$ cat config.mk
export PLATFORM = sky130hd
export DESIGN_NAME = rv_core
export DESIGN_NICKNAME = d
export VERILOG_FILES = /design/src/hdl/rv_pkg.sv /design/src/hdl/rv_alu.sv /design/src/hdl/rv_core.sv /design/src/hdl/rv_decoder.sv /design/src/hdl/rv_regfile.sv /design/src/hdl/rv_sequencer.sv
export SDC_FILE = /design/constraint.sdc
export NUM_CORES = 2
export LEC_CHECK = 0
export BUFFER_PORTS_ARGS = -buffer_cell sky130_fd_sc_hd__buf_2
export CORE_MARGIN = 1.5
export CORE_UTILIZATION = 27
export CTS_BUF_LIST = sky130_fd_sc_hd__clkbuf_8
export DETAILED_ROUTE_END_ITERATION = 8
export SLEW_MARGIN = 15
export SYNTH_ARGS = -nofsm -noshare
export SYNTH_HDL_FRONTEND = slang
export SYNTH_HIERARCHICAL = 1
export SYNTH_SLANG_ARGS = --single-unit
$ cat constraint.sdc
create_clock -name clk -period 8.7 [get_ports clk]
set_clock_uncertainty 0.1 [all_clocks]
set_input_delay 0.435 -clock clk [delete_from_list [all_inputs] [get_ports clk]]
set_output_delay 0.435 -clock clk [all_outputs]
set_load 0.01 [all_outputs]
$ cat src/hdl/rv_pkg.sv
package rv_pkg;

    // --------------------------------------------------
    // basic types
    // --------------------------------------------------
    typedef logic [31:0] word_t;        // data, address or instruction
    typedef logic [4:0]  reg_addr_t;    // x0 .. x31

    localparam word_t RESET_PC_DEFAULT = 32'h0000_0000;

    // --------------------------------------------------
    // instruction encodings
    // --------------------------------------------------
    // major opcodes in instr[6:0]
    typedef enum logic [6:0] {
        opc_op     = 7'b0110011,
        opc_op_imm = 7'b0010011,
        opc_load   = 7'b0000011,
        opc_store  = 7'b0100011,
        opc_branch = 7'b1100011,
        opc_jal    = 7'b1101111,
        opc_jalr   = 7'b1100111,
        opc_lui    = 7'b0110111,
        opc_auipc  = 7'b0010111
    } opcode_t;

    // alu operation codes
    typedef enum logic [3:0] {
        alu_add  = 4'b0000,
        alu_sub  = 4'b0001,
        alu_sll  = 4'b0010,
        alu_slt  = 4'b0011,
        alu_sltu = 4'b0100,
        alu_xor  = 4'b0101,
        alu_srl  = 4'b0110,
        alu_sra  = 4'b0111,
        alu_or   = 4'b1000,
        alu_and  = 4'b1001
    } alu_op_t;

    // first operand select
    localparam logic [1:0] IN1_ZERO = 2'd0;   // lui
    localparam logic [1:0] IN1_RS1  = 2'd1;
    localparam logic [1:0] IN1_PC   = 2'd2;   // auipc, jal

    // second operand select
    localparam logic IN2_IMM = 1'b0;
    localparam logic IN2_RS2 = 1'b1;

    // --------------------------------------------------
    // sequencer stages
    // --------------------------------------------------
    typedef enum logic [2:0] {
        st_fetch,
        st_execute,
        st_memory,      // lw / sw only
        st_writeback,
        st_halt         // entered on an unknown opcode
    } stage_t;

endpackage

$ cat src/hdl/rv_alu.sv
module rv_alu (
    input  rv_pkg::word_t   rs1_data,
    input  rv_pkg::word_t   rs2_data,
    input  rv_pkg::word_t   pc,
    input  rv_pkg::word_t   imm,
    input  logic [1:0]      alu_in1_sel,
    input  logic            alu_in2_sel,
    input  rv_pkg::alu_op_t alu_op,
    input  logic [2:0]      funct3,
    output rv_pkg::word_t   alu_result,
    output logic            branch_taken
);
    import rv_pkg::*;

    word_t      in1;
    word_t      in2;
    logic [4:0] shamt;

    // operand muxes
    always_comb begin
        case (alu_in1_sel)
            IN1_ZERO: in1 = '0;
            IN1_RS1:  in1 = rs1_data;
            IN1_PC:   in1 = pc;
            default:  in1 = '0;
        endcase
    end

    assign in2   = (alu_in2_sel == IN2_RS2) ? rs2_data : imm;
    assign shamt = in2[4:0];    // shifts use the low five bits

    always_comb begin
        case (alu_op)
            alu_add:  alu_result = in1 + in2;
            alu_sub:  alu_result = in1 - in2;
            alu_sll:  alu_result = in1 << shamt;
            alu_slt:  alu_result = {31'b0, $signed(in1) < $signed(in2)};
            alu_sltu: alu_result = {31'b0, in1 < in2};
            alu_xor:  alu_result = in1 ^ in2;
            alu_srl:  alu_result = in1 >> shamt;
            alu_sra:  alu_result = $signed(in1) >>> shamt;
            alu_or:   alu_result = in1 | in2;
            alu_and:  alu_result = in1 & in2;
            default:  alu_result = '0;
        endcase
    end

    // --------------------------------------------------
    // branch condition straight from the register reads
    // --------------------------------------------------
    always_comb begin
        case (funct3)
            3'b000:  branch_taken = (rs1_data == rs2_data);                    // beq
            3'b001:  branch_taken = (rs1_data != rs2_data);                    // bne
            3'b100:  branch_taken = ($signed(rs1_data) < $signed(rs2_data));   // blt
            3'b101:  branch_taken = ($signed(rs1_data) >= $signed(rs2_data));  // bge
            3'b110:  branch_taken = (rs1_data < rs2_data);                     // bltu
            3'b111:  branch_taken = (rs1_data >= rs2_data);                    // bgeu
            default: branch_taken = 1'b0;
        endcase
    end

endmodule

$ cat src/hdl/rv_core.sv
module rv_core #(
    parameter rv_pkg::word_t RESET_PC = rv_pkg::RESET_PC_DEFAULT
) (
    input  logic          clk,
    input  logic          reset_n,
    output logic          mem_valid,
    output logic          mem_instr,
    input  logic          mem_ready,
    output rv_pkg::word_t mem_addr,
    output rv_pkg::word_t mem_wdata,
    output logic [3:0]    mem_wstrb,
    input  rv_pkg::word_t mem_rdata,
    output logic          halted
);
    import rv_pkg::*;

    // --------------------------------------------------
    // internal wires
    // --------------------------------------------------
    word_t      instr;
    word_t      pc;
    word_t      imm;
    word_t      alu_result;
    word_t      rs1_data;
    word_t      rs2_data;
    word_t      rd_data;
    reg_addr_t  rd_addr;
    alu_op_t    alu_op;
    logic [1:0] alu_in1_sel;
    logic       alu_in2_sel;
    logic       reg_write;
    logic       mem_write;
    logic       mem_to_reg;
    logic       branch;
    logic       jump;
    logic       jump_reg;
    logic       illegal;
    logic       branch_taken;
    logic       rd_we;

    rv_sequencer #(
        .RESET_PC (RESET_PC)
    ) u_sequencer (
        .clk          (clk),
        .reset_n      (reset_n),
        .mem_valid    (mem_valid),
        .mem_instr    (mem_instr),
        .mem_ready    (mem_ready),
        .mem_addr     (mem_addr),
        .mem_wdata    (mem_wdata),
        .mem_wstrb    (mem_wstrb),
        .mem_rdata    (mem_rdata),
        .mem_write    (mem_write),
        .mem_to_reg   (mem_to_reg),
        .reg_write    (reg_write),
        .branch       (branch),
        .jump         (jump),
        .jump_reg     (jump_reg),
        .illegal      (illegal),
        .imm          (imm),
        .alu_result   (alu_result),
        .branch_taken (branch_taken),
        .rs2_data     (rs2_data),
        .instr        (instr),
        .pc           (pc),
        .rd_we        (rd_we),
        .rd_addr      (rd_addr),
        .rd_data      (rd_data),
        .halted       (halted)
    );

    rv_decoder u_decoder (
        .instr       (instr),
        .reg_write   (reg_write),
        .mem_write   (mem_write),
        .mem_to_reg  (mem_to_reg),
        .branch      (branch),
        .jump        (jump),
        .jump_reg    (jump_reg),
        .illegal     (illegal),
        .alu_in1_sel (alu_in1_sel),
        .alu_in2_sel (alu_in2_sel),
        .alu_op      (alu_op),
        .imm         (imm)
    );

    // source indices straight from the instruction register
    rv_regfile u_regfile (
        .clk      (clk),
        .reset_n  (reset_n),
        .rs1_addr (instr[19:15]),
        .rs2_addr (instr[24:20]),
        .rd_addr  (rd_addr),
        .rd_we    (rd_we),
        .rd_data  (rd_data),
        .rs1_data (rs1_data),
        .rs2_data (rs2_data)
    );

    rv_alu u_alu (
        .rs1_data     (rs1_data),
        .rs2_data     (rs2_data),
        .pc           (pc),
        .imm          (imm),
        .alu_in1_sel  (alu_in1_sel),
        .alu_in2_sel  (alu_in2_sel),
        .alu_op       (alu_op),
        .funct3       (instr[14:12]),
        .alu_result   (alu_result),
        .branch_taken (branch_taken)
    );

endmodule

$ cat src/hdl/rv_decoder.sv
module rv_decoder (
    input  rv_pkg::word_t   instr,
    output logic            reg_write,
    output logic            mem_write,
    output logic            mem_to_reg,
    output logic            branch,
    output logic            jump,
    output logic            jump_reg,
    output logic            illegal,
    output logic [1:0]      alu_in1_sel,
    output logic            alu_in2_sel,
    output rv_pkg::alu_op_t alu_op,
    output rv_pkg::word_t   imm
);
    import rv_pkg::*;

    opcode_t    opcode;
    logic [2:0] funct3;
    logic       alt;        // instr[30] picks sub and sra
    word_t      imm_i;
    word_t      imm_s;
    word_t      imm_b;
    word_t      imm_j;
    word_t      imm_u;
    word_t      imm_sh;

    // funct3 plus the alternate bit to an alu operation
    function automatic alu_op_t funct_to_alu(input logic [2:0] f3, input logic alt_bit);
        alu_op_t op_sel;
        case (f3)
            3'b000:  op_sel = alt_bit ? alu_sub : alu_add;
            3'b001:  op_sel = alu_sll;
            3'b010:  op_sel = alu_slt;
            3'b011:  op_sel = alu_sltu;
            3'b100:  op_sel = alu_xor;
            3'b101:  op_sel = alt_bit ? alu_sra : alu_srl;
            3'b110:  op_sel = alu_or;
            default: op_sel = alu_and;
        endcase
        return op_sel;
    endfunction

    assign opcode = opcode_t'(instr[6:0]);
    assign funct3 = instr[14:12];
    assign alt    = instr[30];

    // --------------------------------------------------
    // immediates
    // --------------------------------------------------
    assign imm_i  = {{20{instr[31]}}, instr[31:20]};
    assign imm_s  = {{20{instr[31]}}, instr[31:25], instr[11:7]};
    assign imm_b  = {{19{instr[31]}}, instr[31], instr[7], instr[30:25], instr[11:8], 1'b0};
    assign imm_j  = {{11{instr[31]}}, instr[31], instr[19:12], instr[20], instr[30:21], 1'b0};
    assign imm_u  = {instr[31:12], 12'b0};
    assign imm_sh = {27'b0, instr[24:20]};     // shamt only with funct7 stripped

    always_comb begin
        reg_write   = 1'b0;
        mem_write   = 1'b0;
        mem_to_reg  = 1'b0;
        branch      = 1'b0;
        jump        = 1'b0;
        jump_reg    = 1'b0;
        illegal     = 1'b0;
        alu_in1_sel = IN1_RS1;
        alu_in2_sel = IN2_IMM;
        alu_op      = alu_add;      // address calc by default
        imm         = imm_i;
        case (opcode)
            opc_op: begin
                reg_write   = 1'b1;
                alu_in2_sel = IN2_RS2;
                alu_op      = funct_to_alu(funct3, alt);
            end
            opc_op_imm: begin
                reg_write = 1'b1;
                alu_op    = funct_to_alu(funct3, (funct3 == 3'b101) && alt); // no subi
                if (funct3 == 3'b001 || funct3 == 3'b101) begin
                    imm = imm_sh;
                end
            end
            opc_load: begin
                reg_write  = 1'b1;
                mem_to_reg = 1'b1;
            end
            opc_store: begin
                mem_write = 1'b1;
                imm       = imm_s;
            end
            opc_branch: begin
                branch = 1'b1;
                imm    = imm_b;
            end
            opc_jal: begin
                reg_write   = 1'b1;
                jump        = 1'b1;
                alu_in1_sel = IN1_PC;
                imm         = imm_j;
            end
            opc_jalr: begin
                reg_write = 1'b1;
                jump      = 1'b1;
                jump_reg  = 1'b1;   // target is rs1 + imm
            end
            opc_lui: begin
                reg_write   = 1'b1;
                alu_in1_sel = IN1_ZERO;
                imm         = imm_u;
            end
            opc_auipc: begin
                reg_write   = 1'b1;
                alu_in1_sel = IN1_PC;
                imm         = imm_u;
            end
            default: illegal = 1'b1;
        endcase
    end

endmodule

$ cat src/hdl/rv_regfile.sv
module rv_regfile (
    input  logic              clk,
    input  logic              reset_n,
    input  rv_pkg::reg_addr_t rs1_addr,
    input  rv_pkg::reg_addr_t rs2_addr,
    input  rv_pkg::reg_addr_t rd_addr,
    input  logic              rd_we,
    input  rv_pkg::word_t     rd_data,
    output rv_pkg::word_t     rs1_data,
    output rv_pkg::word_t     rs2_data
);
    import rv_pkg::*;

    word_t regs [32];

    always_ff @(posedge clk) begin
        if (!reset_n) begin
            for (int i = 0; i < 32; i++) begin
                regs[i] <= '0;
            end
        end else if (rd_we && rd_addr != '0) begin
            regs[rd_addr] <= rd_data;
        end
    end

    // x0 is hardwired to zero
    assign rs1_data = (rs1_addr == '0) ? '0 : regs[rs1_addr];
    assign rs2_data = (rs2_addr == '0) ? '0 : regs[rs2_addr];

endmodule

$ cat src/hdl/rv_sequencer.sv
module rv_sequencer #(
    parameter rv_pkg::word_t RESET_PC = rv_pkg::RESET_PC_DEFAULT
) (
    input  logic              clk,
    input  logic              reset_n,
    // memory port
    output logic              mem_valid,
    output logic              mem_instr,
    input  logic              mem_ready,
    output rv_pkg::word_t     mem_addr,
    output rv_pkg::word_t     mem_wdata,
    output logic [3:0]        mem_wstrb,
    input  rv_pkg::word_t     mem_rdata,
    // from decoder and datapath
    input  logic              mem_write,
    input  logic              mem_to_reg,
    input  logic              reg_write,
    input  logic              branch,
    input  logic              jump,
    input  logic              jump_reg,
    input  logic              illegal,
    input  rv_pkg::word_t     imm,
    input  rv_pkg::word_t     alu_result,
    input  logic              branch_taken,
    input  rv_pkg::word_t     rs2_data,
    // to decoder, alu and register file
    output rv_pkg::word_t     instr,
    output rv_pkg::word_t     pc,
    output logic              rd_we,
    output rv_pkg::reg_addr_t rd_addr,
    output rv_pkg::word_t     rd_data,
    output logic              halted
);
    import rv_pkg::*;

    stage_t state;
    word_t  load_data;
    word_t  pc_plus4;
    word_t  next_pc;
    logic   fire;       // handshake completes this edge

    assign fire = mem_valid && mem_ready;

    // --------------------------------------------------
    // stage FSM and pc
    // --------------------------------------------------
    always_ff @(posedge clk) begin
        if (!reset_n) begin
            state <= st_fetch;
            pc    <= RESET_PC;
        end else begin
            case (state)
                st_fetch: if (fire) state <= st_execute;
                st_execute: begin
                    if (illegal) begin
                        state <= st_halt;
                    end else if (mem_write || mem_to_reg) begin
                        state <= st_memory;
                    end else begin
                        state <= st_writeback;
                    end
                end
                st_memory: if (fire) state <= st_writeback;
                st_writeback: begin
                    state <= st_fetch;
                    pc    <= next_pc;
                end
                st_halt: state <= st_halt;  // wait for reset
                default: state <= st_halt;
            endcase
        end
    end

    // instruction and load data captured at completion
    always_ff @(posedge clk) begin
        if (state == st_fetch && fire) begin
            instr <= mem_rdata;
        end
        if (state == st_memory && fire && mem_to_reg) begin
            load_data <= mem_rdata;
        end
    end

    // --------------------------------------------------
    // memory port
    // --------------------------------------------------
    assign mem_valid = (state == st_fetch) || (state == st_memory);
    assign mem_instr = (state == st_fetch);
    assign mem_addr  = (state == st_fetch)  ? pc :
                       (state == st_memory) ? alu_result   // lw / sw address
                                            : '0;
    assign mem_wdata = (state == st_memory && mem_write) ? rs2_data : '0;
    assign mem_wstrb = (state == st_memory && mem_write) ? 4'b1111 : 4'b0000;

    // writeback
    assign pc_plus4 = pc + 32'd4;
    assign rd_we    = (state == st_writeback) && reg_write;
    assign rd_addr  = instr[11:7];

    always_comb begin
        if (mem_to_reg) begin
            rd_data = load_data;
        end else if (jump) begin
            rd_data = pc_plus4;     // link value
        end else begin
            rd_data = alu_result;
        end
    end

    always_comb begin
        if (jump_reg) begin
            next_pc = {alu_result[31:1], 1'b0};
        end else if (jump || (branch && branch_taken)) begin
            next_pc = pc + imm;
        end else begin
            next_pc = pc_plus4;
        end
    end

    assign halted = (state == st_halt);

endmodule

==> impl_metrics.py <==
metrics = {
    "status": {
        "status": "completed",
    },
    "synth": {
        "syn_inst": 6073,
        "ys_ff_latch": 1123,
        "synth_edf_count": 1088,
        "async_reset_ff_share_pct": 0,
        "ys_seq_area_share_pct": 45.92,
        "netlist_area_um2": 72670,
        "synth_warnings": 6,
        "yosysUniqueCellTypes": 111,
        "synth.avg_cell_area_um2": 11.97,
        "yosys_most_used_dff": "edfxtp_1",
    },
    "floorplanning": {
        "start_util_pct": 27.13,
        "core.rowCount": 190,
        "die_y_um": 521.8,
        "ios": 106,
        "design.die.area_um2": 272300,
        "core_area_um2": 267900,
        "chipWidth_um": 521.8,
    },
    "sta": {
        "grt_setup_unrepaired": "no",
        "min_period_over_period_pct": 97.98,
        "slew-limit-headroom_pct": 13.23,
        "drv_slew": 0,
        "worst_slew_pin_slew_ps": 1292,
        "fmax_mhz": 117.3,
        "setup_viol": 0,
        "hold_viol": 0,
        "setup_tns_ps": 0,
        "period_needed_ps": 8524,
        "fin_ws_ps": 175.7,
    },
    "setup_path": {
        "crit_required_ps": 8170,
        "crit_path_top_delay_cell": "nor4_1",
        "critical_path_class": "flip-flop to output pin",
        "cpPeakStageDelay_ps": 740,
        "crit_path_cell_trace": "buf_12 > mux4_2 > mux2i_1 > a32o_1 > nor4_1 > a22oi_1 > nor2_1 > ha_1 > nand2b_1 > a311o_1 > o21a_1 > a211oi_1 > o311ai_2 > a21oi_1 > o41ai_1 > xnor2_1 > a221o_1 > mux2i_1 > nor2_1 > buf_2",
        "cp-end-kind": "output pin",
        "crit_fanout": 120,
        "start_kind": "flip-flop",
        "cp.arrival_ps": 7990,
    },
    "detailed_routing": {
        "first_pass_iters": 9,
        "drt_iter0_markers": 8742,
        "wl_per_cell_um": 31.37,
        "remaining_drc_errors": 0,
        "routed.top_layer": "met5",
        "vias": 57239,
        "drtAntennaViolNets": 0,
        "wl_met2_mm": 140.7,
        "wl_mm": 312.5,
        "via_per_inst": 5.746,
        "route.met3.wl_mm": 35.56,
        "wl_met1_mm": 117.7,
    },
    "placement": {
        "dp_hpwl_mm": 215.4,
        "gp_congestion": 1.001,
        "portBuffers": 105,
        "place_ws_ps": 572.2,
    },
    "clocking": {
        "numCtsBuffers": 182,
        "clk_path_buf_depth": 3,
        "cts_sinks": 1123,
        "root_buffer": "clkbuf_8",
        "cts_tree": "done",
        "clk_pin_slew_ps": 60,
        "clock_latency_ps": 980,
        "htree_levels": 4,
    },
    "global_routing": {
        "grt_pass1_wl_mm": 429.9,
        "grt_max_degree": 121,
        "grt_pass1_vias": 55392,
        "antenna_found_initial": 21,
        "grt-ovfl-total": 0,
        "groute.usage.overall_pct": 22.20,
    },
    "cells_and_area": {
        "fin_nets": 6450,
        "drive_gt1_share_pct": 23.08,
        "layout_common_cells": "edfxtp_1, and2_1, mux4_2",
        "final_common_cell": "edfxtp_1",
        "n_fill_cell": 26797,
        "area_delta_synth_final_pct": 14.86,
    },
    "power_and_ir_drop": {
        "powerDensity_nw_per_um2": 192.3,
        "ir_worst_vdd_mv": 0.1401,
        "leakage_nw": 30.67,
    },
    "hold_path": {
        "min_path_type": "primary input to flip-flop",
    },
    "run": {
        "maxCapViolations": 0,
    },
}
-- final cells by class --
| class | count | area (um2) | share of cell area, % |
|---|---|---|---|
| clock inverter | 145 | 979.7 | 1.174 |
| sequential | 1123 | 33370 | 39.98 |
| clock buffer | 184 | 2532 | 3.034 |
| tap | 3552 | 4444 | 5.324 |
| multi-input combinational | 4253 | 37060 | 44.40 |
| timing repair buffer | 528 | 4437 | 5.315 |
| inverter | 161 | 608.1 | 0.7285 |
| antenna | 16 | 40.04 | 0.04797 |
-- worst max-delay path, delay by kind of cell (launching register included) --
| kind | cells | cell delay (ps) |
|---|---|---|
| xor+xnor | 1 | 200 |
| buf+inv | 2 | 750 |
| mux | 3 | 900 |
| fa+ha+maj | 1 | 380 |
| simple gates | 4 | 1310 |
| compound gates | 9 | 2840 |
| flops | 1 | 450 |
-- synth_stat cells (all sizes together) (10+ instances only) --
library cell / count / area, um2
mux2i: 252 / 2526
o31ai: 19 / 147.6
mux2: 73 / 825.8
a31oi: 28 / 181.4
nand2: 234 / 878.3
buf: 192 / 1207
clkbuf: 376 / 1413
dfxtp: 35 / 700.7
or3: 21 / 131.4
and3: 27 / 177.7
nor2b: 30 / 187.7
a221oi: 27 / 236.5
a22oi: 64 / 480.5
nand4: 27 / 190.2
edfxtp: 1088 / 32670
or2: 15 / 93.84
and2: 1050 / 6570
nand2b: 28 / 175.2
nor2: 282 / 1059
nor4: 25 / 156.4
xnor2: 34 / 297.8
a21o: 63 / 473.0
a2111oi: 37 / 376.6
a21boi: 13 / 97.60
o21a: 17 / 127.6
o221ai: 46 / 402.9
nor3: 115 / 580.6
a211oi: 69 / 523.0
a22o: 64 / 560.5
o211ai: 58 / 435.4
a21oi: 198 / 1013
nand3b: 12 / 90.09
inv: 158 / 593.1
ha: 163 / 2039
a211o: 10 / 87.58
o21ai: 308 / 1549
nand3: 67 / 340.3
mux4: 486 / 10950
xor2: 28 / 245.2
o22ai: 97 / 606.8
o21bai: 17 / 127.6
-- state kept, by name, indices dropped and copies added, names as in the netlist --
register and cells:
u_regfile/regs 1024, u_sequencer/instr 32, u_sequencer/load_data 32, u_sequencer/pc 32, u_sequencer/state 3
-- cells by family after synthesis --
| group | after synthesis | synth area share, % |
|---|---|---|
| fa+ha+maj | 166 | 2.889 |
| simple gates | 1971 | 15.13 |
| other cells | 1 | 0.005160 |
| mux | 811 | 19.67 |
| xor+xnor | 62 | 0.7472 |
| flops | 1123 | 45.92 |
| compound gates | 1210 | 11.20 |
| buf+inv | 729 | 4.437 |
-- final timing paths --
path                              start                         to  slack, ps  cells after the start
setup / recovery  u_sequencer/instr[17]               mem_addr[20]        180                     20
hold reg to reg    u_sequencer/state[2]       u_sequencer/state[2]        470                      1
hold / removal            mem_rdata[28]  u_sequencer/load_data[28]        100                      2
setup reg to reg  u_sequencer/instr[19]      u_regfile/regs[1][30]        900                     24
-- layer usage --
metal,vias up,track usage [%]
met5,-,0.6669
met4,12,11.50
met3,762,5.769
met2,3999,34.92
met1,28982,27.95
li1,23484,-
-- through the flow --
stage	power (W)	util (%)	hold slack [ps]	instance area, um2	std cells
2_1_floorplan	0.008861	-	396.7	72790	6104
3_3_place_gp	0.01128	29.62	445.6	79350	9568
3_5_place_dp	0.01131	29.62	440.1	79350	9568
4_1_cts	0.01591	31.07	57.69	83250	9935
5_1_grt	0.01649	31.14	98.51	83440	9949
6_report	0.01605	31.16	103.4	83470	9962
-- where the power goes --
part           internal [W]  total [W]  switching (W)  leakage, nW
Combinational       0.00172    0.00518        0.00346         17.3
Sequential          0.00611    0.00624       0.000130         11.4
Clock               0.00227    0.00463        0.00236         1.98
Total                0.0101     0.0161        0.00595         30.7
-- repair_timing --
| item | 4_1_cts | 5_1_grt |
|---|---|---|
| resized for setup | 3 | 14 |
| hold buffers | 35 | 0 |
| hold endpoints to repair | 81 | 0 |
| cloned | 0 | 1 |
| setup buffers | 3 | 10 |
| setup endpoints to repair | 6 | 15 |
Note: power is estimated with default switching activity, not from simulation.
